### src/common/icache_pkg.sv
package icache_pkg;

    // line and fetch geometry
    parameter int LINE_WORDS  = 8;
    parameter int OFFSET_BITS = 5;
    parameter int FETCH_WORDS = 2;
    // victim choice is a single bit per set, so two ways only
    parameter int WAY_NUM     = 2;
    parameter int TAG_BITS    = 20;

    // request from the fetch stage
    typedef struct packed {
        logic [31:0]            pc;
        logic [FETCH_WORDS-1:0] mask;
    } fetch_pkt_t;

    // response towards decode, insts[0] is the word at pc
    typedef struct packed {
        logic [31:0]                  pc;
        logic [FETCH_WORDS-1:0]       mask;
        logic [FETCH_WORDS-1:0][31:0] insts;
    } fetch_rsp_t;

    typedef struct packed {
        logic                valid;
        logic [TAG_BITS-1:0] tag;
    } tag_entry_t;

    // one refill write, a word pair plus the tag for the last pair
    typedef struct packed {
        logic                                      we;
        logic [$clog2(WAY_NUM)-1:0]                way;
        logic [31-OFFSET_BITS-TAG_BITS:0]          index;
        logic [$clog2(LINE_WORDS/FETCH_WORDS)-1:0] pos;
        logic [TAG_BITS-1:0]                       tag;
        logic [FETCH_WORDS-1:0][31:0]              pair;
    } line_write_t;

    // burst read on the memory port
    typedef struct packed {
        logic [31:0] addr;
        logic [7:0]  len;
    } mem_req_t;

endpackage
### src/rtl/hit_select.sv
`timescale 1ns/1ps

module hit_select #(
    parameter int SET_NUM = 128
) (
    input  logic                   clk,
    input  logic                   rst_n,
    input  logic                   fetch_valid_i,
    input  icache_pkg::fetch_pkt_t fetch_i,
    input  logic                   flush_i,
    input  logic                   busy_i,
    input  icache_pkg::tag_entry_t [icache_pkg::WAY_NUM-1:0] tags_i,
    input  logic [icache_pkg::WAY_NUM-1:0][icache_pkg::FETCH_WORDS-1:0][31:0] pairs_i,
    input  logic                   miss_rsp_valid_i,
    input  icache_pkg::fetch_rsp_t miss_rsp_i,
    output logic                   fetch_ready_o,
    output logic                   rd_en_o,
    output logic [31:0]            rd_pc_o,
    output logic                   miss_o,
    output icache_pkg::fetch_pkt_t miss_pkt_o,
    output logic                   rsp_valid_o,
    output icache_pkg::fetch_rsp_t rsp_o
);
    import icache_pkg::*;

    localparam int IDX_W = $clog2(SET_NUM);

    fetch_pkt_t          pkt_q;
    fetch_rsp_t          rsp_q;
    logic                rsp_valid_q;
    logic [TAG_BITS-1:0] pkt_tag;
    logic [WAY_NUM-1:0]  way_hit;
    logic                hit_way;
    logic                pkt_live;
    logic                hit_valid;

    assign pkt_tag  = pkt_q.pc[OFFSET_BITS+IDX_W +: TAG_BITS];
    assign pkt_live = |pkt_q.mask;

    always_comb begin
        for (int w = 0; w < WAY_NUM; w++) begin
            way_hit[w] = tags_i[w].valid && (tags_i[w].tag == pkt_tag);
        end
    end

    assign hit_way   = way_hit[1];
    assign hit_valid = pkt_live && (|way_hit) && !busy_i;
    // a flushed packet never starts a refill
    assign miss_o    = pkt_live && !(|way_hit) && !busy_i && !flush_i;

    assign fetch_ready_o = !busy_i && !miss_o;
    // zero mask is a bubble and skips the lookup
    assign rd_en_o       = fetch_valid_i && fetch_ready_o && (|fetch_i.mask);
    assign rd_pc_o       = fetch_i.pc;
    assign miss_pkt_o    = pkt_q;

    // packet in the lookup stage, refill keeps its own copy
    always_ff @(posedge clk) begin
        if (!rst_n) begin
            pkt_q <= '0;
        end else if (flush_i || busy_i) begin
            pkt_q <= '0;
        end else if (fetch_ready_o) begin
            pkt_q <= fetch_valid_i ? fetch_i : '0;
        end
    end

    always_ff @(posedge clk) begin
        if (!rst_n) begin
            rsp_valid_q <= 1'b0;
        end else begin
            rsp_valid_q <= (hit_valid || miss_rsp_valid_i) && !flush_i;
        end
    end

    always_ff @(posedge clk) begin
        if (hit_valid) begin
            rsp_q.pc    <= pkt_q.pc;
            rsp_q.mask  <= pkt_q.mask;
            rsp_q.insts <= pairs_i[hit_way];
        end else if (miss_rsp_valid_i) begin
            rsp_q <= miss_rsp_i;
        end
    end

    assign rsp_valid_o = rsp_valid_q;
    assign rsp_o       = rsp_q;

endmodule

### config.mk
export PLATFORM = sky130hd
export DESIGN_NAME = hit_select
export DESIGN_NICKNAME = d
export VERILOG_FILES = /design/src/common/icache_pkg.sv /design/src/rtl/hit_select.sv
export SDC_FILE = /design/constraint.sdc
export NUM_CORES = 1
export LEC_CHECK = 0
export BUFFER_PORTS_ARGS = -buffer_cell sky130_fd_sc_hd__clkbuf_2
export CAP_MARGIN = 25
export CORE_AREA = 5 5 180 182
export DETAILED_ROUTE_END_ITERATION = 16
export DIE_AREA = 0 0 185 187
export SLEW_MARGIN = 25
export SYNTH_ARGS = -nofsm -noshare
export SYNTH_HDL_FRONTEND = slang
export SYNTH_SLANG_ARGS = --single-unit
### constraint.sdc
create_clock -name clk -period 4.9 [get_ports clk]
set_clock_uncertainty 0.1 [all_clocks]
set_input_delay 0.49 -clock clk [delete_from_list [all_inputs] [get_ports clk]]
set_output_delay 0.49 -clock clk [all_outputs]
set_load 0.1 [all_outputs]
==> results.rst, run 1 <==
.. list-table::
   :header-rows: 1

   * - Metric
     - Value
   * - Most used standard cells in the synthesized netlist
     - mux2_2, edfxtp_1, xor2_1
   * - Clock buffer depth
     - 2
   * - Worst min-delay path category
     - input port to flop
   * - Synthesized area
     - 0.00709 mm^2
   * - Vertical die dimension
     - 187 um
   * - Placed Instance Area
     - 0.00964 mm^2
   * - RSZ-0062 raised after global routing
     - no
   * - Combined global-route utilization of all metal layers
     - 15.4%
   * - Worst endpoint required time
     - 4310 ps
   * - Power density of the placed cells
     - 368 mW/mm^2
   * - Number of buffers inserted by post-CTS setup repair
     - 0
   * - I/O Buffers
     - 475
   * - Summed negative setup slack over all endpoints
     - 0 ps
   * - Routed vias
     - 6123
   * - Final antenna diode count
     - 0
   * - CP startpoint kind
     - flop
   * - Post-synth top area cell
     - edfxtp_1
   * - Cells after Synth
     - 542
   * - Most common cell in the synthesized netlist
     - mux2_2
   * - Setup slack of the most critical reg-to-reg path
     - 1230 ps
   * - Number of primary I/O pins
     - 476
   * - Crit-path max cell delay
     - 770 ps
   * - Peak supply drop
     - 205 uV
   * - Horizontal die dimension
     - 185 um
   * - Ratio of final minimum period to clock period
     - 76.7%
   * - Finished layout cell area
     - 0.0103 mm^2
   * - Std-Cell Core Area
     - 0.0304 mm^2
   * - Sequential area share after synthesis
     - 51.4%
   * - Worst Setup Path Type
     - flop to primary output
   * - Post-synthesis sequential element count
     - 133
   * - Post-detailed-route DRC marker count
     - 0
   * - Post-CTS Resized
     - 0
   * - Final hold violation count
     - 0
   * - YS warnings
     - 0
   * - Share of cells above drive strength 1
     - 68.6%
   * - Clock share of power
     - 37.5%
   * - Global placement routability congestion
     - 0.788
   * - Count of hold-fix buffers inserted at cts
     - 0
   * - Iteration count of the initial detailed-routing pass
     - 4
   * - Worst Path Arrival
     - 3170 ps
   * - Number of enable-type register cells in the synthesized netlist
     - 98
   * - Normalized max-slew margin
     - 41.8%
   * - Slew @ Worst Pin
     - 866 ps
   * - Area added between synthesis and finish
     - 44.9%
   * - Detailed-route vias per instance
     - 4.42
   * - Share of power burned in combinational logic
     - 27.4%
   * - Count of endpoints failing setup in the final report
     - 0
   * - Net switching power figure
     - 1.37 mW
   * - Clock tree from TritonCTS
     - built
   * - Wire length reported by the detailed router
     - 28100 um
   * - Cell chosen for the clock root
     - clkbuf_16
   * - Vias in the first global route
     - 6365
   * - Period minus WS final
     - 3760 ps
   * - Wire length of the first global-routing pass
     - 39500 um
   * - Std-Cell Rows
     - 64
   * - Iteration-0 DRC count of the detailed router
     - 227
   * - Die area
     - 0.0346 mm^2
   * - Antenna Nets Post-Route
     - 0
   * - Routed WL per cell
     - 20.3 um
   * - Clk sinks
     - 133
   * - Cell-internal power
     - 2.41 mW
   * - Pin count of the biggest net entering global routing
     - 99
   * - Hold Worst Slack
     - 233 ps
   * - Synth area leaders
     - edfxtp_1, mux2_2, dfxtp_1, xor2_1, buf_4
   * - Highest Clock Rate
     - 0.266 GHz
   * - Leakage power
     - 4.66 nW
   * - Share of the synthesized area in the top cell type
     - 41.5%
   * - Number of library cell types mapped by synthesis
     - 32
   * - Switching share of total power
     - 36.2%
   * - Half-perimeter wire length after detailed placement
     - 22300 um
   * - Cell Chain, Critical Path
     - xor2_1 -> nor4_1 -> nand4_1 -> o22a_2 -> nand2b_1 -> inv_1 -> nor3_2 -> buf_12
   * - Share of async-settable or async-resettable flops after synthesis
     - 0%
   * - Net Count, Synth
     - 850
   * - Number of slew-limit violations in the final report
     - 0
   * - Htree depth
     - 4
   * - Critical Path Fanout Max
     - 6
   * - Maximum Capacitance Violations
     - 0
   * - Clock edge transition at the registers on the reported setup and hold paths
     - 60 ps
   * - Initial core utilization
     - 23.3%
   * - Slowest cell on the critical path
     - nor4_1
   * - Synthesized area per cell
     - 13.1 um^2
   * - Top flip-flop cell by instance count after synthesis
     - edfxtp_1
   * - Type of element capturing the critical path
     - primary output
   * - Number of buffers created by CTS
     - 17
   * - Proportion of power drawn by flip-flops and latches
     - 35.2%
   * - Status
     - finished clean
   * - Number of nets in the layout
     - 1284
   * - Clock network latency to the later pin of the worst-skew pair
     - 410 ps
   * - Number of antenna violations at the first check in global routing
     - 4
   * - Sum of overflow across all layers after global routing
     - 0
-- through the flow --
step	utilization, %	total power, mW	setup slack [ps]	instances
6_report	33.8	3.78	1140	1385
3_5_place_dp	31.7	2.40	918	1353
4_1_cts	33.8	3.84	991	1385
3_3_place_gp	31.7	2.39	861	1353
2_1_floorplan	-	2.14	294	542
5_1_grt	33.8	3.92	897	1385
-- cells in the final DEF, fill, tap and decap left out, drive strengths merged, types with 5 or more instances in the layout --
| master | n |
|---|---|
| a211oi | 32 |
| a21oi | 32 |
| buf | 13 |
| bufinv | 5 |
| clkbuf | 492 |
| dfxtp | 35 |
| edfxtp | 98 |
| mux2 | 160 |
| nor3 | 36 |
| nor4 | 8 |
| o21ai | 5 |
| xor2 | 38 |
-- final cells by class --
class                      instances  area, um^2
tap                              396         495
clock buffer                      19         433
fill                            3144       20200
multi-input combinational        336        2980
timing repair buffer             486        2510
inverter                           2        7.51
clock inverter                    13         204
sequential                       133        3640
-- state kept, by name, indices dropped and copies added, names as in the netlist --
signal	cells
rsp_o	98
miss_pkt_o	34
rsp_valid_o	1
-- per-layer routing --
metal	global-route usage [%]	up-vias	routed length, um
met3	5.83	27	2800
met4	4.40	8	519
li1	-	2895	-
met2	27.3	335	14100
met1	17.0	2858	10700
met5	0	-	50
-- worst max-delay path, delay by kind of cell (launching register included) --
family | cells | cell delay (ps)
AO/OA/AOI/OAI | 1 | 340
XOR/XNOR | 1 | 120
buffers and inverters | 2 | 350
flip-flops | 1 | 520
AND/OR/NAND/NOR | 4 | 1420
-- power by group through the flow --
stage / combinational, mW / clock, mW / sequential (mW)
final: 1.03 / 1.42 / 1.33
after floorplan: 0.248 / 0 / 1.89
after global routing: 1.07 / 1.51 / 1.34
after CTS: 1.05 / 1.46 / 1.33
after detailed placement: 1.04 / 0 / 1.35
after global placement: 1.04 / 0 / 1.35
-- cells by family (layout without fill, tap and decap cells) --
family | count (synthesis) | after routing | share of synthesized area (%)
AOI/OAI and AO/OA | 72 | 72 | 6.37
buffers and inverters | 73 | 520 | 6.79
muxes | 162 | 162 | 25.7
xor gates and xnor gates | 40 | 40 | 4.94
and+or+nand+nor | 62 | 62 | 4.82
DFF | 133 | 133 | 51.4
-- path summary, 6_finish.rpt --
kind	startpoint	end	cells after the start
setup reg to reg	miss_pkt_o[22]	miss_pkt_o[18]	7
setup / recovery	miss_pkt_o[22]	rd_en_o	8
hold reg to reg	miss_pkt_o[0]	miss_pkt_o[0]	2
hold / removal	rst_n	rsp_valid_o	2
(Power assumes the default switching activity.)
==> run 2, diff against run 1 <==
--- a/config.mk
+++ b/config.mk
@@ -5,11 +5,12 @@
 export SDC_FILE = /design/constraint.sdc
 export NUM_CORES = 1
 export LEC_CHECK = 0
+export ABC_AREA = 1
 export BUFFER_PORTS_ARGS = -buffer_cell sky130_fd_sc_hd__clkbuf_2
 export CAP_MARGIN = 25
-export CORE_AREA = 5 5 180 182
+export CORE_MARGIN = 5
+export CORE_UTILIZATION = 25
 export DETAILED_ROUTE_END_ITERATION = 16
-export DIE_AREA = 0 0 185 187
 export SLEW_MARGIN = 25
 export SYNTH_ARGS = -nofsm -noshare
 export SYNTH_HDL_FRONTEND = slang
==> constraint.sdc (replaced) <==
create_clock -name clk -period 3.5 [get_ports clk]
set_clock_uncertainty 0.1 [all_clocks]
set_input_delay 0.35 -clock clk [delete_from_list [all_inputs] [get_ports clk]]
set_output_delay 0.35 -clock clk [all_outputs]
set_load 0.1 [all_outputs]
==> results.rst, run 2 <==
.. list-table::
   :header-rows: 1

   * - Metric
     - Value
   * - Detailed-route vias per instance
     - 4.33
   * - Pin count of the biggest net entering global routing
     - 129
   * - CP startpoint kind
     - flop
   * - Initial core utilization
     - 25.4%
   * - Number of antenna violations at the first check in global routing
     - 1
   * - Vertical die dimension
     - 184 um
   * - Clock tree from TritonCTS
     - built
   * - Worst setup timing slack at the placement stage
     - 518 ps
   * - Hold Worst Slack
     - 80.8 ps
   * - Summed negative setup slack over all endpoints
     - 0 ps
   * - Iteration-0 DRC count of the detailed router
     - 364
   * - Post-synth top area cell
     - edfxtp_1
   * - Most used standard cells in the synthesized netlist
     - nand2_1, inv_1, edfxtp_1, o21ai_0, o21ai_2
   * - Post-CTS Resized
     - 0
   * - Post-detailed-route DRC marker count
     - 0
   * - Clock buffer depth
     - 2
   * - Normalized max-slew margin
     - 36.4%
   * - Worst min-delay path category
     - input port to flop
   * - Cells after Synth
     - 924
   * - Period minus WS final
     - 3300 ps
   * - Slew @ Worst Pin
     - 954 ps
   * - Count of hold-fix buffers inserted at cts
     - 0
   * - Worst Setup Path Type
     - flop to primary output
   * - Number of enable-type register cells in the synthesized netlist
     - 98
   * - Count of endpoints failing setup in the final report
     - 0
   * - Top library cells by usage in the layout, fill and taps aside
     - clkbuf_2, nand2_1, inv_1
   * - Synthesized area
     - 0.00755 mm^2
   * - Hold_sp
     - fetch_i[22]
   * - Clock edge transition at the registers on the reported setup and hold paths
     - 70 ps
   * - Share of cells above drive strength 1
     - 45.2%
   * - Share of the synthesized area in the top cell type
     - 39.0%
   * - Sequential area share after synthesis
     - 48.3%
   * - Power density of the placed cells
     - 496 mW/mm^2
   * - I/O Buffers
     - 475
   * - Std-Cell Rows
     - 63
   * - Status
     - finished clean
   * - Iteration count of the initial detailed-routing pass
     - 5
   * - Vias in the first global route
     - 7267
   * - Worst endpoint required time
     - 3050 ps
   * - Highest Clock Rate
     - 0.303 GHz
   * - Global placement routability congestion
     - 0.893
   * - Area added between synthesis and finish
     - 40.8%
   * - Clk sinks
     - 133
   * - Setup slack of the most critical reg-to-reg path
     - 520 ps
   * - Std-Cell Core Area
     - 0.0297 mm^2
   * - Top flip-flop cell by instance count after synthesis
     - edfxtp_1
   * - Depth of the worst register-to-register path
     - 9
   * - Post-synthesis sequential element count
     - 133
   * - Most common cell after layout, fill and taps aside
     - clkbuf_2
   * - Clock network latency to the later pin of the worst-skew pair
     - 420 ps
   * - Die area
     - 0.0338 mm^2
   * - Net Count, Synth
     - 1232
   * - Maximum Capacitance Violations
     - 0
   * - Most common cell in the synthesized netlist
     - nand2_1
   * - Combined global-route utilization of all metal layers
     - 15.9%
   * - Critical Path Fanout Max
     - 18
   * - Routed vias
     - 7580
   * - RSZ-0062 raised after global routing
     - no
   * - Sum of overflow across all layers after global routing
     - 0
   * - Type of element capturing the critical path
     - primary output
   * - Synthesized area per cell
     - 8.17 um^2
   * - Horizontal die dimension
     - 184 um
   * - YS warnings
     - 0
   * - Total design power
     - 5.27 mW
   * - Number of buffers inserted by post-CTS setup repair
     - 0
   * - Peak supply drop
     - 266 uV
   * - Final hold violation count
     - 0
   * - Antenna Nets Post-Route
     - 0
   * - Synth area leaders
     - edfxtp_1, nand2_1, dfxtp_1, o21ai_2, o21ai_0
   * - Htree depth
     - 4
   * - Instance count along the most critical hold path
     - 3
   * - Number of flip-flops in the largest register
     - 98
   * - Destination of the worst register-to-register timing path
     - miss_pkt_o[14]
   * - Cell chosen for the clock root
     - clkbuf_16
   * - Worst Path Arrival
     - 2850 ps
   * - Routed WL per cell
     - 16.3 um
   * - Endpoint with the worst hold slack
     - miss_pkt_o[22]
   * - Number of nets in the layout
     - 1653
   * - Half-perimeter wire length after detailed placement
     - 22900 um
   * - Share of async-settable or async-resettable flops after synthesis
     - 0%
   * - Layout Cells excl Fill
     - 1749
   * - Ratio of final minimum period to clock period
     - 94.3%
   * - Wire length reported by the detailed router
     - 28500 um
   * - Fin worst setup slack
     - 198 ps
   * - Leakage power
     - 5.66 nW
   * - Number of buffers created by CTS
     - 17
   * - Number of primary I/O pins
     - 476
   * - Number of library cell types mapped by synthesis
     - 24
   * - Cell count after placement
     - 1716
   * - Wire length of the first global-routing pass
     - 41500 um
   * - Number of slew-limit violations in the final report
     - 0
   * - Critical register-to-register path startpoint
     - miss_pkt_o[15]
==> run 2: cell families (layout without fill, tap and decap cells) <==
family                    Yosys count  count (layout)  synth area share (%)
AOI/OAI and AO/OA                 223             223                  18.8
xor gates and xnor gates            5               5                 0.580
buffers and inverters             201             635                  13.8
DFF                               133             133                  48.3
other                               0               1                     0
and+or+nand+nor                   362             362                  18.5
==> run 2: area by class of cell <==
cell class	count	area [um^2]
Antenna cell	1	2.50
Inverter	120	450
Clock inverter	8	81.3
Multi-Input combinational cell	590	2900
Tap cell	390	488
Clock buffer	24	546
Timing Repair Buffer	483	2520
Fill cell	3184	19100
Sequential cell	133	3640
==> run 2: per-stage QoR <==
stage | utilization, % | area (um^2)
6_report | 35.8 | 10600
5_1_grt | 35.8 | 10600
4_1_cts | 35.8 | 10600
3_5_place_dp | 33.7 | 10000
3_3_place_gp | 33.6 | 10000
2_1_floorplan | - | 7560
==> run 2: power by group <==
group	internal (mW)	total, mW	switching (mW)
Sequential	1.81	1.85	0.0435
Combinational	0.299	1.52	1.22
Clock	1.17	1.90	0.736
Total	3.27	5.27	2.00
==> run 2: worst max path at each step <==
stage	cells after the start	startpoint	end
CTS	8	miss_pkt_o[15]	fetch_ready_o
floorplan	12	miss_pkt_o[28]	rsp_o[0]
global placement	9	miss_pkt_o[15]	miss_pkt_o[14]
detailed placement	9	miss_pkt_o[15]	miss_pkt_o[14]
global route	8	miss_pkt_o[15]	fetch_ready_o
finish	8	miss_pkt_o[15]	fetch_ready_o
==> run 2: layer usage <==
metal | up-vias | track usage [%] | part of all wire, %
met1 | 3406 | 19.1 | 39
li1 | 3793 | - | -
met4 | 0 | 5.65 | 2.1
met5 | - | 0 | 0
met2 | 346 | 28.0 | 51
met3 | 35 | 3.42 | 8.2
==> run 2: critical path, cell delays in order, from the launching register on <==
cell,delay [ps]
dfxtp_1,410
xnor2_1,360
nand3_1,200
nor2_1,140
nand3_1,200
nand3_2,330
nand2_1,390
inv_1,220
buf_12,190
==> run 3, diff against run 2 <==
--- a/config.mk
+++ b/config.mk
@@ -8,9 +8,9 @@
 export ABC_AREA = 1
 export BUFFER_PORTS_ARGS = -buffer_cell sky130_fd_sc_hd__clkbuf_2
 export CAP_MARGIN = 25
-export CORE_MARGIN = 5
-export CORE_UTILIZATION = 25
+export CORE_AREA = 2 2 182 184
 export DETAILED_ROUTE_END_ITERATION = 16
+export DIE_AREA = 0 0 184 186
 export SLEW_MARGIN = 25
 export SYNTH_ARGS = -nofsm -noshare
 export SYNTH_HDL_FRONTEND = slang
==> results.rst, run 3 (synthesis gave the netlist of run 2 again) <==
.. list-table::
   :header-rows: 1

   * - Metric
     - Value
   * - Status
     - finished clean
   * - Initial core utilization
     - 23.4%
   * - Fill cells
     - 3459
   * - Std-Cell Core Area
     - 0.0322 mm^2
   * - Clock buffer depth
     - 2
   * - Fin worst setup slack
     - 255 ps
   * - Cell Chain, Critical Path
     - inv_2 -> nand2_1 -> nand2_1 -> nor2_1 -> nand2_1 -> nor2_1 -> nand3_4 -> nand3_2 -> buf_4 -> nand3_1 -> nand2_1 -> buf_12
   * - Leakage power
     - 5.63 nW
   * - RSZ-0062 raised after global routing
     - no
   * - Destination of the worst register-to-register timing path
     - rsp_o[2]
   * - Clock tree from TritonCTS
     - built
   * - Iteration-0 DRC count of the detailed router
     - 362
   * - Number of flip-flops in the largest register
     - 98
   * - Combined global-route utilization of all metal layers
     - 15.4%
   * - Number of antenna violations at the first check in global routing
     - 0
   * - Horizontal die dimension
     - 184 um
   * - Maximum Capacitance Violations
     - 0
   * - Worst Setup Path Type
     - flop to primary output
   * - CP startpoint kind
     - flop
   * - Cell count after placement
     - 1736
   * - Normalized max-slew margin
     - 52.1%
   * - Total design power
     - 5.14 mW
   * - Critical register-to-register path startpoint
     - miss_pkt_o[15]
   * - Cell chosen for the clock root
     - clkbuf_16
   * - Setup slack of the most critical reg-to-reg path
     - 710 ps
   * - Top library cells by usage in the layout, fill and taps aside
     - clkbuf_2, nand2_1, inv_1
   * - Die area
     - 0.0342 mm^2
   * - Number of nets in the layout
     - 1655
   * - Type of element capturing the critical path
     - primary output
   * - Post-CTS Resized
     - 0
   * - Depth of the worst register-to-register path
     - 12
   * - Layout Cells excl Fill
     - 1768
   * - Post-detailed-route DRC marker count
     - 0
   * - Detailed-route vias per instance
     - 4.24
   * - Area added between synthesis and finish
     - 40.5%
   * - CP endpoint
     - rd_en_o
   * - Final antenna diode count
     - 0
   * - Pin count of the biggest net entering global routing
     - 114
   * - Routed vias
     - 7502
   * - CP Launch Point
     - miss_pkt_o[15]
   * - Std-Cell Rows
     - 66
   * - Share of cells above drive strength 1
     - 45.2%
   * - Final core utilization
     - 32.9%
   * - I/O Buffers
     - 475
   * - Worst setup timing slack at the placement stage
     - 601 ps
   * - Hold Worst Slack
     - 86.5 ps
   * - Number of slew-limit violations in the final report
     - 0
   * - Worst min-delay path category
     - input port to flop
   * - Finished layout cell area
     - 0.0106 mm^2
   * - Vertical die dimension
     - 186 um
   * - Highest Clock Rate
     - 0.308 GHz
   * - Number of buffers created by CTS
     - 17
   * - Iteration count of the initial detailed-routing pass
     - 4
   * - Critical Path Fanout Max
     - 24
   * - Sum of overflow across all layers after global routing
     - 0
   * - Clock edge transition at the registers on the reported setup and hold paths
     - 60 ps
   * - Slew @ Worst Pin
     - 718 ps
   * - Power density of the placed cells
     - 485 mW/mm^2
   * - Number of primary I/O pins
     - 476
   * - Clk sinks
     - 133
   * - Wire length of the first global-routing pass
     - 39500 um
   * - Final hold violation count
     - 0
   * - Peak supply drop
     - 263 uV
   * - Worst endpoint required time
     - 3050 ps
   * - Half-perimeter wire length after detailed placement
     - 22900 um
   * - Global placement routability congestion
     - 0.906
   * - Vias in the first global route
     - 6916
   * - Antenna Nets Post-Route
     - 0
   * - Summed negative setup slack over all endpoints
     - 0 ps
   * - Period minus WS final
     - 3240 ps
   * - Most common cell after layout, fill and taps aside
     - clkbuf_2
   * - Slowest cell on the critical path
     - dfxtp_1
   * - Count of endpoints failing setup in the final report
     - 0
   * - Count of hold-fix buffers inserted at cts
     - 0
   * - Number of buffers inserted by post-CTS setup repair
     - 0
   * - Worst Path Arrival
     - 2790 ps
   * - Ratio of final minimum period to clock period
     - 92.7%
   * - Placed Instance Area
     - 0.0100 mm^2
   * - Crit-path max cell delay
     - 520 ps
   * - Routed WL per cell
     - 15.9 um
   * - Htree depth
     - 4
   * - Wire length reported by the detailed router
     - 28100 um
   * - Top cell by count, worst path
     - nand2_1
   * - Clock network latency to the later pin of the worst-skew pair
     - 420 ps
-- run 3: critical path, delay by kind of cell (launching register included) --
family	cells	cell delay [ps]
DFF	1	520
buffers and inverters	3	600
and+or+nand+nor	9	1250
-- run 3: where the power goes --
| group | total [mW] | internal [mW] | leakage (nW) | switching [mW] |
|---|---|---|---|---|
| clock | 1.78 | 1.04 | 0.271 | 0.732 |
| combinational | 1.52 | 0.300 | 4.12 | 1.22 |
| sequential | 1.85 | 1.81 | 1.24 | 0.0437 |
| total | 5.14 | 3.15 | 5.63 | 1.99 |
-- run 3: how the worst min path moves through the flow --
stage | start | end | slack (ps) | cells after the start
after floorplan | fetch_i[10] | miss_pkt_o[10] | 390 | 2
after global placement | miss_pkt_o[1] | miss_pkt_o[1] | 400 | 2
after detailed placement | miss_pkt_o[1] | miss_pkt_o[1] | 400 | 2
after CTS | fetch_i[24] | miss_pkt_o[24] | 60 | 3
after global routing | fetch_i[24] | miss_pkt_o[24] | 80 | 3
final | fetch_i[24] | miss_pkt_o[24] | 90 | 3
-- run 3: metal layers --
metal	share of wire (%)	vias up	track usage [%]	routed length, um
li1	-	3794	-	-
met1	41	3323	18.1	11400
met2	50	355	27.4	13900
met3	7.7	30	3.95	2170
met4	2.1	0	4.86	587
met5	0	-	0	0
-- run 3: area by class of cell --
| type | instances | area [um^2] | share of cell area, % |
|---|---|---|---|
| clock inverter | 14 | 136 | 1.29 |
| inverter | 120 | 450 | 4.25 |
| multi-input combinational | 590 | 2900 | 27.4 |
| clock buffer | 18 | 429 | 4.05 |
| sequential | 133 | 3640 | 34.4 |
| timing repair buffer | 485 | 2530 | 23.9 |
| tap | 408 | 510 | 4.81 |
