<file path="config.mk">
export PLATFORM = sky130hd
export DESIGN_NAME = refill_ctrl
export DESIGN_NICKNAME = d
export VERILOG_FILES = /design/src/common/icache_pkg.sv /design/src/refill/refill_ctrl.sv
export SDC_FILE = /design/constraint.sdc
export NUM_CORES = 1
export LEC_CHECK = 0
export BUFFER_PORTS_ARGS = -buffer_cell sky130_fd_sc_hd__buf_2
export CAP_MARGIN = 30
export CELL_PAD_IN_SITES_DETAIL_PLACEMENT = 2
export CELL_PAD_IN_SITES_GLOBAL_PLACEMENT = 2
export CORE_MARGIN = 5
export CORE_UTILIZATION = 34
export CTS_CLUSTER_DIAMETER = 40
export DETAILED_ROUTE_END_ITERATION = 10
export HOLD_SLACK_MARGIN = 0.06
export PLACE_DENSITY = 0.76
export RECOVER_POWER = 25
export SYNTH_ARGS = -nofsm -noshare
export SYNTH_HDL_FRONTEND = slang
export SYNTH_SLANG_ARGS = --single-unit
</file>
<file path="constraint.sdc">
create_clock -name clk -period 3.8 [get_ports clk]
set_input_delay 1.14 -clock clk [delete_from_list [all_inputs] [get_ports clk]]
set_output_delay 1.14 -clock clk [all_outputs]
set_load 0.01 [all_outputs]
</file>
<file path="src/common/icache_pkg.sv">
package icache_pkg;

    // line and fetch geometry
    parameter int LINE_WORDS  = 8;
    parameter int OFFSET_BITS = 5;
    parameter int FETCH_WORDS = 2;
    // victim choice is a single bit per set, so two ways only
    parameter int WAY_NUM     = 2;
    parameter int TAG_BITS    = 20;

    // request from the fetch stage
    typedef struct packed {
        logic [31:0]            pc;
        logic [FETCH_WORDS-1:0] mask;
    } fetch_pkt_t;

    // response towards decode, insts[0] is the word at pc
    typedef struct packed {
        logic [31:0]                  pc;
        logic [FETCH_WORDS-1:0]       mask;
        logic [FETCH_WORDS-1:0][31:0] insts;
    } fetch_rsp_t;

    typedef struct packed {
        logic                valid;
        logic [TAG_BITS-1:0] tag;
    } tag_entry_t;

    // one refill write, a word pair plus the tag for the last pair
    typedef struct packed {
        logic                                      we;
        logic [$clog2(WAY_NUM)-1:0]                way;
        logic [31-OFFSET_BITS-TAG_BITS:0]          index;
        logic [$clog2(LINE_WORDS/FETCH_WORDS)-1:0] pos;
        logic [TAG_BITS-1:0]                       tag;
        logic [FETCH_WORDS-1:0][31:0]              pair;
    } line_write_t;

    // burst read on the memory port
    typedef struct packed {
        logic [31:0] addr;
        logic [7:0]  len;
    } mem_req_t;

endpackage
</file>
<file path="src/refill/refill_ctrl.sv">
`timescale 1ns/1ps

module refill_ctrl #(
    parameter int SET_NUM = 128
) (
    input  logic                    clk,
    input  logic                    rst_n,
    input  logic                    miss_i,
    input  icache_pkg::fetch_pkt_t  miss_pkt_i,
    input  logic                    mem_ack_i,
    input  logic                    mem_data_valid_i,
    input  logic [31:0]             mem_data_i,
    input  logic                    flush_i,
    output logic                    busy_o,
    output logic                    mem_req_valid_o,
    output icache_pkg::mem_req_t    mem_req_o,
    output icache_pkg::line_write_t wr_o,
    output logic                    miss_rsp_valid_o,
    output icache_pkg::fetch_rsp_t  miss_rsp_o
);
    import icache_pkg::*;

    localparam int IDX_W = $clog2(SET_NUM);
    localparam int CNT_W = $clog2(LINE_WORDS);
    localparam int POS_W = $clog2(LINE_WORDS / FETCH_WORDS);

    typedef enum logic [1:0] {
        ST_IDLE,
        ST_REQ,
        ST_GATHER
    } state_t;

    state_t                       state_q;
    state_t                       state_d;
    fetch_pkt_t                   pkt_q;
    logic [CNT_W-1:0]             cnt_q;
    logic [31:0]                  lo_q;
    logic [FETCH_WORDS-1:0][31:0] pair_q;
    logic [FETCH_WORDS-1:0][31:0] cur_pair;
    logic                         flushed_q;
    logic [SET_NUM-1:0]           victim_q;
    logic [IDX_W-1:0]             miss_idx;
    logic [POS_W-1:0]             req_pos;
    logic [POS_W-1:0]             cur_pos;
    logic [31:0]                  req_pc;
    logic                         pair_done;
    logic                         line_done;

    assign miss_idx  = pkt_q.pc[OFFSET_BITS +: IDX_W];
    assign req_pos   = pkt_q.pc[OFFSET_BITS-1 -: POS_W];
    assign cur_pos   = cnt_q[CNT_W-1 -: POS_W];
    assign cur_pair  = {mem_data_i, lo_q};
    // odd word closes a pair
    assign pair_done = (state_q == ST_GATHER) && mem_data_valid_i && cnt_q[0];
    assign line_done = pair_done && (&cnt_q);

    // request goes out in the miss cycle itself
    assign req_pc          = (state_q == ST_IDLE) ? miss_pkt_i.pc : pkt_q.pc;
    assign mem_req_valid_o = ((state_q == ST_IDLE) && miss_i) || (state_q == ST_REQ);
    assign mem_req_o.addr  = {req_pc[31:OFFSET_BITS], {OFFSET_BITS{1'b0}}};
    assign mem_req_o.len   = 8'(LINE_WORDS);
    assign busy_o          = (state_q != ST_IDLE);

    always_comb begin
        state_d = state_q;
        case (state_q)
            ST_IDLE: begin
                if (miss_i) begin
                    state_d = mem_ack_i ? ST_GATHER : ST_REQ;
                end
            end
            ST_REQ: begin
                if (mem_ack_i) begin
                    state_d = ST_GATHER;
                end
            end
            ST_GATHER: begin
                if (line_done) begin
                    state_d = ST_IDLE;
                end
            end
            default: begin
                state_d = ST_IDLE;
            end
        endcase
    end

    always_ff @(posedge clk) begin
        if (!rst_n) begin
            state_q   <= ST_IDLE;
            cnt_q     <= '0;
            flushed_q <= 1'b0;
            victim_q  <= '0;
        end else begin
            state_q <= state_d;
            if (state_q == ST_IDLE) begin
                cnt_q     <= '0;
                flushed_q <= 1'b0;
            end else begin
                if ((state_q == ST_GATHER) && mem_data_valid_i) begin
                    cnt_q <= cnt_q + 1'b1;
                end
                // line is still written, only the response is dropped
                if (flush_i) begin
                    flushed_q <= 1'b1;
                end
            end
            // next miss in this set takes the other way
            if (line_done) begin
                victim_q[miss_idx] <= ~victim_q[miss_idx];
            end
        end
    end

    always_ff @(posedge clk) begin
        if ((state_q == ST_IDLE) && miss_i) begin
            pkt_q <= miss_pkt_i;
        end
        if ((state_q == ST_GATHER) && mem_data_valid_i && !cnt_q[0]) begin
            lo_q <= mem_data_i;
        end
        // requested pair kept for the response
        if (pair_done && (cur_pos == req_pos)) begin
            pair_q <= cur_pair;
        end
    end

    always_comb begin
        wr_o                  = '0;
        wr_o.we               = pair_done;
        wr_o.way              = victim_q[miss_idx];
        wr_o.index[IDX_W-1:0] = miss_idx;
        wr_o.pos              = cur_pos;
        wr_o.tag              = pkt_q.pc[OFFSET_BITS+IDX_W +: TAG_BITS];
        wr_o.pair             = cur_pair;
    end

    assign miss_rsp_valid_o = line_done && !flushed_q && !flush_i;

    always_comb begin
        miss_rsp_o.pc    = pkt_q.pc;
        miss_rsp_o.mask  = pkt_q.mask;
        // last pair may be the requested one and is not in the buffer yet
        miss_rsp_o.insts = (cur_pos == req_pos) ? cur_pair : pair_q;
    end

endmodule

</file>
==> impl_metrics.json, run 1 <==
{
  "outcome": "finished, violations left",
  "path_class": "reg2out",
  "io_pins": 308,
  "antenna_violations_before_repair": 0,
  "row_count": 70,
  "synth_top_family_by_area": "compound AO/OA/AOI/OAI gates",
  "placed_cells": 1776,
  "antenna_cells": 0,
  "reg2reg_depth": 4,
  "power.sequential.fraction_pct": 37.6,
  "totalPowerFinal_uw": 8180,
  "final.setup.worst_slack_ns": -0.0971,
  "dr.first_iter.drc_count": 599,
  "worst_slew_margin_rel_pct": -38.8,
  "layout_commonest_cell": "sky130_fd_sc_hd__buf_2",
  "detailedRoute.firstPassIterationCount": 5,
  "cts_htree_levels": 2,
  "wire_per_inst_um": 26.7,
  "finalSetupViolCount": 1,
  "worstSkewPairLatency_ns": 0.56,
  "clk_path_buf_depth": 3,
  "global_route.usage.met2_pct": 42.9,
  "cts.sinks": 264,
  "hold_class": "reg2reg",
  "clk_pin_slew_worst_paths_ns": 0.05,
  "critPathArrivalTime_ns": 2.76,
  "floorplan.initialDensity_pct": 34.3,
  "final_period_minus_worst_setup_slack_ns": 3.90,
  "timing.critical_path.mode_cell": "sky130_fd_sc_hd__buf_4",
  "drt_drc_violations_left": 0,
  "kind_of_launch_point_of_the_worst_setup_path": "register",
  "critPathMaxStageDelay_ns": 0.40,
  "wirelength_mm": 50.2,
  "grtUsageMet1_pct": 27.4,
  "power_per_cell_area_nw_per_um2": 509,
  "finish.utilization_pct": 44.0,
  "worstPathMaxFanout": 9,
  "max_slew.worst_pin.slew_ns": 2.08,
  "io_buffer_count": 294,
  "place.detailed.hpwl_mm": 33.0,
  "power.internal_uw": 6110,
  "top_library_cells_by_usage_in_the_layout_fill_and_taps_aside": "sky130_fd_sc_hd__buf_2, sky130_fd_sc_hd__dfxtp_1, sky130_fd_sc_hd__edfxtp_1",
  "synth.lib_cells_used.distinct": 64,
  "combinationalPowerShare_pct": 10.1,
  "cts-buffers-inserted": 45,
  "area.growth.synth_to_final_pct": 28.3,
  "violations": "max-capacitance violations, max-slew violations, negative setup slack",
  "ys_seq_area_share_pct": 52.5,
  "synth_compound_area_share_pct": 19.4,
  "post_layout_nonfiller_instances": 1880,
  "final-seq-area_um2": 6590,
  "tritoncts": "done",
  "rsz_0062_raised_after_global_routing": "true",
  "fillers": 3768,
  "post_synth_edffs": 130,
  "p_clk_share_pct": 52.4,
  "min_delay_path_depth": 2,
  "timing.max_cap.violations": 1,
  "global_route.peak_usage_layer": "met2",
  "p_leak_uw": 0.00606,
  "critical_path_top_delay_cell": "sky130_fd_sc_hd__edfxtp_1",
  "synth_seq_cells": 264,
  "yosys_warnings": 0,
  "grt_util_met3_pct": 4.14,
  "yosys.area.top_type": "sky130_fd_sc_hd__edfxtp_1",
  "multiInputGateArea_um2": 5180,
  "synth_top_cells_by_area": "sky130_fd_sc_hd__edfxtp_1, sky130_fd_sc_hd__dfxtp_1, sky130_fd_sc_hd__mux2_2",
  "chipHeight_um": 202,
  "finalHoldViolCount": 0,
  "post_synth_fa_ha_maj_area_fraction_pct": 0.200,
  "switching_share_pct": 25.3,
  "final_net_count": 1449,
  "async_flop_share_pct": 0,
  "critPathCaptureType": "output pin",
  "grt_overflow": 0,
  "synthFlopType": "sky130_fd_sc_hd__dfxtp_1",
  "worst-endpoint-required_ns": 2.66,
  "syn-mean-instance-area_um2": 11.3,
  "via_count_of_the_first_global_routing_pass": 11581,
  "cts_hold_buf": 0,
  "grt_util_all_layers_pct": 23.4,
  "timing.clock.skew_ns": 0.0285,
  "grt_start_max_net_pins": 66,
  "final_cycle_share_pct": 103,
  "placeableCoreArea_um2": 36500,
  "routed_via_count": 10555,
  "syn-cell-area_um2": 12500,
  "post_synth_and_or_nand_nor_area_fraction_pct": 8.65,
  "die_area_um2": 40800,
  "yosys-mux-area-fraction_pct": 10.4,
  "synthCells": 1111,
  "yosysTopAreaCellShare_pct": 31.1,
  "drive_gt1_share_pct": 39.0,
  "grt_pass1_wl_mm": 74.9,
  "post_drt_via_cell_ratio": 5.61,
  "slew_violations": 33,
  "globalplace.congestion": 0.892,
  "fmax_mhz": 257,
  "fp.dieW_um": 202,
  "power.ir.vdd_worst_uv": 305,
  "antenna_violating_nets_post_route": 0,
  "crit_chain": "buf_4 -> buf_4 -> buf_4 -> and3_1 -> o21ai_1 -> a41oi_2 -> a32oi_2 -> o21bai_4 -> o221ai_2 -> buf_2",
  "netSwitchingPower_uw": 2070,
  "xor_and_xnor_area_share_after_synthesis_pct": 0.140,
  "clock_tree.root_cell": "sky130_fd_sc_hd__clkbuf_16"
}
-- worst max-delay path: cells and delay by family (launching register included) --
kind,cells,cell delay [ns]
and+or+nand+nor,1,0.19
AOI/OAI and AO/OA,5,0.95
buffers and inverters,4,0.68
DFF,1,0.40
-- area by class of cell --
class	count	area share, %
Clock buffer	50	7.18
Clock inverter	34	2.77
Inverter	9	0.233
Multi-Input combinational cell	683	32.2
Sequential cell	264	41.0
Tap cell	468	3.64
Timing Repair Buffer	372	13.0
-- power by group through the flow --
| stage | sequential (uW) | clock (uW) | combinational [uW] |
|---|---|---|---|
| final | 3070 | 4280 | 825 |
| after global routing | 3080 | 4520 | 873 |
| after CTS | 3070 | 4380 | 810 |
| after detailed placement | 3130 | 0 | 758 |
| after global placement | 3130 | 0 | 740 |
| after floorplan | 3130 | 0 | 482 |
-- kinds of logic (layout without fill, tap and decap cells) --
family | after synthesis | in the layout
compound gates | 332 | 332
flops | 264 | 264
simple gates | 219 | 219
buf+inv | 175 | 465
mux | 115 | 115
fa+ha+maj | 2 | 2
other cells | 2 | 13
xor+xnor | 2 | 2
-- flip-flops by register name (all words and copies together), names as in the netlist --
signal / cells
victim_q: 128
pair_q: 64
miss_rsp_o: 34
lo_q: 32
cnt_q: 3
state_q: 2
flushed_q: 1
-- final timing paths --
path | to | slack [ns] | startpoint
worst max register to register | pair_q[16]$_DFFE_PP_ | 0.97 | state_q[1]$_SDFFE_PN0P_
worst max-delay path | wr_o[93] | -0.1 | miss_rsp_o[71]$_DFFE_PP_
worst min-delay path | victim_q[87]$_SDFFE_PN0P_ | 0.48 | victim_q[87]$_SDFFE_PN0P_
worst min register to register | victim_q[87]$_SDFFE_PN0P_ | 0.48 | victim_q[87]$_SDFFE_PN0P_
-- cell usage after synthesis (all sizes together), types with 2 or more instances --
master	count
a22oi	17
a32oi	3
o211a	8
nor2	33
o221ai	6
xor2	2
a221oi	21
mux2	95
and3	3
mux4	2
and2	5
o21ai	100
a21boi	91
mux2i	18
edfxtp	130
nor3b	2
a21oi	8
dfxtp	134
ha	2
o311a	32
nand2	44
inv	9
conb	2
o21bai	33
nor3	10
nand3	98
nand3b	4
a22o	2
clkbuf	61
nor4	2
o22ai	2
nor2b	13
buf	105
-- stage by stage --
step	setup TNS, ns	setup WS [ns]	hold WS, ns	area [um^2]
floorplan	0	0.331	0.449	12600
global placement	0	0.194	0.451	14100
detailed placement	0	0.151	0.461	14100
CTS	-0.0443	-0.0443	0.466	16000
global route	-0.172	-0.172	0.489	16100
finish	-0.0971	-0.0971	0.478	16100
-- what timing repair did --
action / 4_1_cts / 5_1_grt
cloned: 2 / 0
pin swaps: 14 / 8
endpoints found under the setup margin: 1 / 1
hold endpoints to repair: 0 / 0
gates resized for setup: 40 / 26
setup buffers: 18 / 1
-- metal layers --
layer | wire (um) | vias to the layer above | part of all wire [%]
met1 | 19200 | 5473 | 38
met4 | 1830 | 0 | 3.6
met5 | 0 | - | 0
met2 | 26800 | 342 | 53
li1 | - | 4632 | -
met3 | 2450 | 108 | 4.9
(Power assumes the default switching activity.)
==> run 2: changes to the inputs <==
==> constraint.sdc (replaced) <==
create_clock -name clk -period 3.8 [get_ports clk]
set_input_delay 0.19 -clock clk [delete_from_list [all_inputs] [get_ports clk]]
set_output_delay 0.19 -clock clk [all_outputs]
set_load 0.01 [all_outputs]
==> impl_metrics.json, run 2 (same netlist as run 1, synthesis figures left out) <==
{
  "outcome": "finished clean",
  "die_area_um2": 40800,
  "critPathTopFamily": "compound AO/OA/AOI/OAI gates",
  "rsz_0062_raised_after_global_routing": "false",
  "fmax_mhz": 274,
  "power.internal_uw": 6020,
  "top_library_cells_by_usage_in_the_layout_fill_and_taps_aside": "sky130_fd_sc_hd__buf_2, sky130_fd_sc_hd__dfxtp_1, sky130_fd_sc_hd__edfxtp_1",
  "cts.sinks": 264,
  "path_class": "reg2out",
  "max_slew.worst_pin.slew_ns": 1.06,
  "final_period_minus_worst_setup_slack_ns": 3.65,
  "grt_pass1_wl_mm": 81.9,
  "hold_class": "in2reg",
  "floorplan.initialDensity_pct": 34.3,
  "final_cycle_share_pct": 96.1,
  "antenna_cells": 0,
  "netSwitchingPower_uw": 2250,
  "worst_slew_margin_rel_pct": 29.2,
  "clock_tree.root_cell": "sky130_fd_sc_hd__clkbuf_16",
  "clk_pin_slew_worst_paths_ns": 0.06,
  "grt_util_all_layers_pct": 26.1,
  "worstSkewPairLatency_ns": 0.58,
  "cp.buffers_inverters": 2,
  "routed_via_count": 10877,
  "via_count_of_the_first_global_routing_pass": 12152,
  "worst-endpoint-required_ns": 3.61,
  "dr.first_iter.drc_count": 677,
  "combinationalPowerShare_pct": 10.1,
  "critical_path_top_delay_cell": "sky130_fd_sc_hd__edfxtp_1",
  "final.setup.worst_slack_ns": 0.149,
  "globalplace.congestion": 0.817,
  "antenna_violations_before_repair": 0,
  "slew_violations": 0,
  "tritoncts": "done",
  "place.detailed.hpwl_mm": 32.0,
  "chipHeight_um": 202,
  "io_pins": 308,
  "finalHoldViolCount": 0,
  "timing.clock.skew_ns": 0.0319,
  "drive_gt1_share_pct": 31.0,
  "layout_commonest_cell": "sky130_fd_sc_hd__buf_2",
  "p_clk_share_pct": 52.6,
  "grt_overflow": 0,
  "cp.depth": 6,
  "critPathMaxStageDelay_ns": 0.90,
  "antenna_violating_nets_post_route": 0,
  "switching_share_pct": 27.2,
  "critPathCaptureType": "output pin",
  "setup-tns-final_ns": 0,
  "critPathArrivalTime_ns": 3.46,
  "wire_per_inst_um": 28.8,
  "clk_path_buf_depth": 3,
  "placeableCoreArea_um2": 36500,
  "cts-buffers-inserted": 48,
  "post_drt_via_cell_ratio": 5.66,
  "p_leak_uw": 0.00602,
  "kind_of_launch_point_of_the_worst_setup_path": "register",
  "reg2reg_depth": 7,
  "drt_drc_violations_left": 0,
  "final_net_count": 1487,
  "min_delay_path_depth": 4,
  "finalSetupViolCount": 0,
  "power.ir.vdd_worst_uv": 314,
  "power_per_cell_area_nw_per_um2": 510,
  "wirelength_mm": 55.3,
  "max_reg_flops": 128,
  "io_buffer_count": 294,
  "detailedRoute.firstPassIterationCount": 5,
  "crit_chain": "inv_1 -> a31o_2 -> o41a_1 -> a32oi_4 -> o221ai_1 -> buf_2",
  "area.growth.synth_to_final_pct": 29.3,
  "finalInstanceArea_um2": 16200,
  "power.sequential.fraction_pct": 37.3,
  "largest_register": "victim_q",
  "grt_start_max_net_pins": 91,
  "dpl_worst_slack_ns": 0.591,
  "worstPathMaxFanout": 17,
  "cts_htree_levels": 2,
  "row_count": 70,
  "timing.max_cap.violations": 0,
  "fp.dieW_um": 202,
  "hold_ws_ns": 0.107,
  "dpl-instance-area_um2": 14000
}
[run 2: cell types whose count changed in the layout (fill, tap and decap cells not counted), moves of 7 or more]
cell,delta
sky130_fd_sc_hd__dlygate4sd3_1,+70
sky130_fd_sc_hd__buf_2,-39
sky130_fd_sc_hd__clkbuf_1,+33
sky130_fd_sc_hd__buf_4,-22
sky130_fd_sc_hd__a221oi_1,+11
sky130_fd_sc_hd__buf_6,-8
sky130_fd_sc_hd__a221oi_2,-7
[run 2: worst min-delay path, cell delays in order]
cell,delay [ns]
sky130_fd_sc_hd__buf_2,0.14
sky130_fd_sc_hd__nor2b_1,0.06
sky130_fd_sc_hd__o21ai_0,0.15
sky130_fd_sc_hd__a21boi_0,0.10
[run 2: what timing repair did]
action / CTS / global route
gates cloned: 1 / 0
pin swaps: 1 / 0
setup buffers: 0 / 3
setup endpoints to repair: 1 / 1
hold buffers: 70 / 0
resized for setup: 0 / 1
hold endpoints to repair: 101 / 0
[run 2: power groups by stage]
stage	Sequential, uW	Combinational [uW]	Clock, uW
final	3090	834	4350
after global routing	3090	875	4570
after CTS	3080	815	4340
after detailed placement	3140	740	0
after global placement	3130	723	0
after floorplan	3130	482	0
[run 2: metal layers]
layer	track usage, %	vias to the layer above	part of all wire, %
li1	-	4703	-
met1	28.5	5602	37
met2	49.3	437	54
met3	5.10	135	5.2
met4	10.4	0	4.1
met5	0	-	0
[run 2: worst paths after layout]
check	startpoint	end	slack, ns
setup / recovery	miss_rsp_o[75]$_DFFE_PP_	wr_o[93]	0.15
hold / removal	mem_data_valid_i	cnt_q[0]$_SDFFE_PP0N_	0.11
setup reg to reg	miss_rsp_o[75]$_DFFE_PP_	victim_q[64]$_SDFFE_PN0P_	0.54
hold reg to reg	lo_q[15]$_DFFE_PP_	pair_q[15]$_DFFE_PP_	0.48
[run 2: final cells by class]
class | instances | area (um^2)
Clock buffer | 55 | 1260
Clock inverter | 35 | 350
Fill cell | 3773 | 20300
Inverter | 9 | 33.8
Multi-Input combinational cell | 684 | 4940
Sequential cell | 264 | 6590
Tap cell | 468 | 586
Timing Repair Buffer | 406 | 2460
[run 2: stage by stage]
stage / std cells / power (uW) / utilization, %
finish: 1921 / 8270 / 44.4
detailed placement: 1757 / 3880 / 38.2
floorplan: 1122 / 3610 / -
global placement: 1753 / 3850 / 38.0
global route: 1921 / 8530 / 44.4
CTS: 1918 / 8230 / 44.6
==> run 3: changes to the inputs <==
Settings changed: BUFFER_PORTS_ARGS -buffer_cell sky130_fd_sc_hd__buf_2 to -buffer_cell sky130_fd_sc_hd__buf_4.
==> impl_metrics.json, run 3 (same netlist as run 1, synthesis figures left out) <==
{
  "fp.dieW_um": 202,
  "antenna_cells": 0,
  "hold_class": "in2reg",
  "cp.depth": 8,
  "route.layer.met1.wl_mm": 21.4,
  "grt_overflow": 0,
  "wire_per_inst_um": 30.7,
  "worst_slew_margin_rel_pct": 33.2,
  "drt_drc_violations_left": 0,
  "cp-endpoint": "wr_o[93]",
  "power.ir.vdd_worst_uv": 337,
  "critPathCaptureType": "output pin",
  "io_pins": 308,
  "max_slew.worst_pin.slew_ns": 0.994,
  "dr.first_iter.drc_count": 776,
  "critPathLaunch": "miss_rsp_o[71]$_DFFE_PP_",
  "drive_gt1_share_pct": 32.0,
  "place.detailed.hpwl_mm": 33.9,
  "cts.sinks": 264,
  "die_area_um2": 40800,
  "worstSkewPairLatency_ns": 0.60,
  "post_drt_via_cell_ratio": 5.80,
  "critical_path_top_delay_cell": "sky130_fd_sc_hd__edfxtp_1",
  "final_cycle_share_pct": 97.2,
  "ff2ff_setup_slack_ns": 0.54,
  "critPathTopFamily": "compound AO/OA/AOI/OAI gates",
  "grt_util_all_layers_pct": 27.6,
  "outcome": "finished clean",
  "cp.buffers_inverters": 3,
  "worst-endpoint-required_ns": 3.61,
  "timing.clock.skew_ns": 0.0647,
  "max_reg_flops": 128,
  "finish.utilization_pct": 46.4,
  "tritoncts": "done",
  "crit_chain": "buf_4 -> inv_2 -> a221oi_1 -> o22ai_1 -> a22oi_4 -> nor3b_1 -> o221ai_1 -> buf_4",
  "final-seq-area_um2": 6590,
  "grt_pass1_wl_mm": 85.8,
  "layout_commonest_cell": "sky130_fd_sc_hd__buf_4",
  "antenna_violations_before_repair": 0,
  "rsz_0062_raised_after_global_routing": "false",
  "finalSetupViolCount": 0,
  "critPathArrivalTime_ns": 3.50,
  "via_count_of_the_first_global_routing_pass": 12335,
  "cts-buffers-inserted": 48,
  "detailedRoute.firstPassIterationCount": 5,
  "clk_path_buf_depth": 3,
  "kind_of_launch_point_of_the_worst_setup_path": "register",
  "multiInputGateArea_um2": 4930,
  "setup-tns-final_ns": 0,
  "slew_violations": 0,
  "timing.critical_path.mode_cell": "sky130_fd_sc_hd__buf_4",
  "wirelength_mm": 59.2,
  "rr_startpoint": "miss_rsp_o[73]$_DFFE_PP_",
  "timing.max_cap.violations": 0,
  "r2r_end": "victim_q[103]$_SDFFE_PN0P_",
  "reg2reg_depth": 8,
  "highest_metal_layer_with_signal_wires": "met4",
  "io_buffer_count": 294,
  "grt_start_max_net_pins": 56,
  "chipHeight_um": 202,
  "clock_tree.root_cell": "sky130_fd_sc_hd__clkbuf_16",
  "final_period_minus_worst_setup_slack_ns": 3.69,
  "row_count": 70,
  "critPathMaxStageDelay_ns": 0.73,
  "met2_length_mm": 30.7,
  "area.growth.synth_to_final_pct": 35.2,
  "floorplan.initialDensity_pct": 34.3,
  "largest_register": "victim_q",
  "final_net_count": 1497,
  "power_per_cell_area_nw_per_um2": 509,
  "top_library_cells_by_usage_in_the_layout_fill_and_taps_aside": "sky130_fd_sc_hd__buf_4, sky130_fd_sc_hd__dfxtp_1, sky130_fd_sc_hd__edfxtp_1",
  "globalplace.congestion": 0.812,
  "worstPathMaxFanout": 17,
  "fillers": 3675,
  "finalHoldViolCount": 0,
  "placeableCoreArea_um2": 36500,
  "antenna_violating_nets_post_route": 0,
  "routed_via_count": 11197,
  "fmax_mhz": 271,
  "dr_wl_met3_mm": 3.67,
  "cts_htree_levels": 2,
  "clk_pin_slew_worst_paths_ns": 0.07,
  "path_class": "reg2out",
  "p_leak_uw": 0.00632
}
==> run 3: cell types whose count changed in the layout (fill, tap and decap cells not counted), moves of 3 or more <==
cell	before	now
sky130_fd_sc_hd__clkbuf_1	85	80
sky130_fd_sc_hd__buf_4	37	247
sky130_fd_sc_hd__clkbuf_4	0	17
sky130_fd_sc_hd__clkinv_8	3	0
sky130_fd_sc_hd__buf_2	212	1
==> run 3: worst min path at each step <==
| stage | endpoint | slack (ns) | cells after the start | startpoint |
|---|---|---|---|---|
| detailed placement | miss_rsp_o[68]$_DFFE_PP_ | 0.37 | 1 | miss_pkt_i[4] |
| finish | cnt_q[1]$_SDFFE_PP0N_ | 0.11 | 4 | mem_data_valid_i |
| floorplan | state_q[0]$_SDFFE_PN0P_ | 0.27 | 1 | mem_ack_i |
| global placement | miss_rsp_o[67]$_DFFE_PP_ | 0.37 | 1 | miss_pkt_i[3] |
| CTS | cnt_q[1]$_SDFFE_PP0N_ | 0.07 | 4 | mem_data_valid_i |
| global route | cnt_q[1]$_SDFFE_PP0N_ | 0.14 | 4 | mem_data_valid_i |
==> run 3: timing repair <==
action	CTS	global route
hold endpoints to repair	101	0
buffers inserted	0	5
endpoints found under the setup margin	0	1
hold buffers	69	0
gates resized for setup	0	0
==> run 3: layout make-up <==
cell class | count | area share (%)
sequential | 264 | 38.9
multi-input combinational | 683 | 29.1
timing repair buffer | 417 | 18.5
clock buffer | 57 | 7.60
tap | 468 | 3.46
clock inverter | 33 | 2.27
inverter | 9 | 0.199
==> run 3: per-layer routing <==
metal	vias up	track usage, %
met4	0	14.0
met5	-	0
met1	5743	30.6
met2	521	50.0
met3	197	5.45
li1	4736	-
==> run 3: tightest hold or removal path: stages <==
cell and delay, ns:
sky130_fd_sc_hd__buf_4 0.12, sky130_fd_sc_hd__o21ai_0 0.08, sky130_fd_sc_hd__a22oi_1 0.18, sky130_fd_sc_hd__nor2b_1 0.09
==> run 3: where the power goes <==
group / internal (uW) / total [uW] / switching, uW
registers: 3030 / 3090 / 56.3
clock network: 2860 / 4600 / 1750
logic: 384 / 936 / 552
total: 6280 / 8630 / 2350
==> run 3: stage by stage <==
stage / setup slack (ns) / area (um^2) / total power, uW / hold slack (ns) / std cells
after CTS: 0.0747 / 17200 / 8560 / 0.0657 / 1923
after global placement: 0.826 / 14600 / 3970 / 0.369 / 1756
after floorplan: 0.416 / 12600 / 3610 / 0.269 / 1122
after global routing: 0.0456 / 16900 / 8860 / 0.139 / 1931
after detailed placement: 0.699 / 14800 / 4000 / 0.371 / 1764
final: 0.107 / 16900 / 8630 / 0.106 / 1931
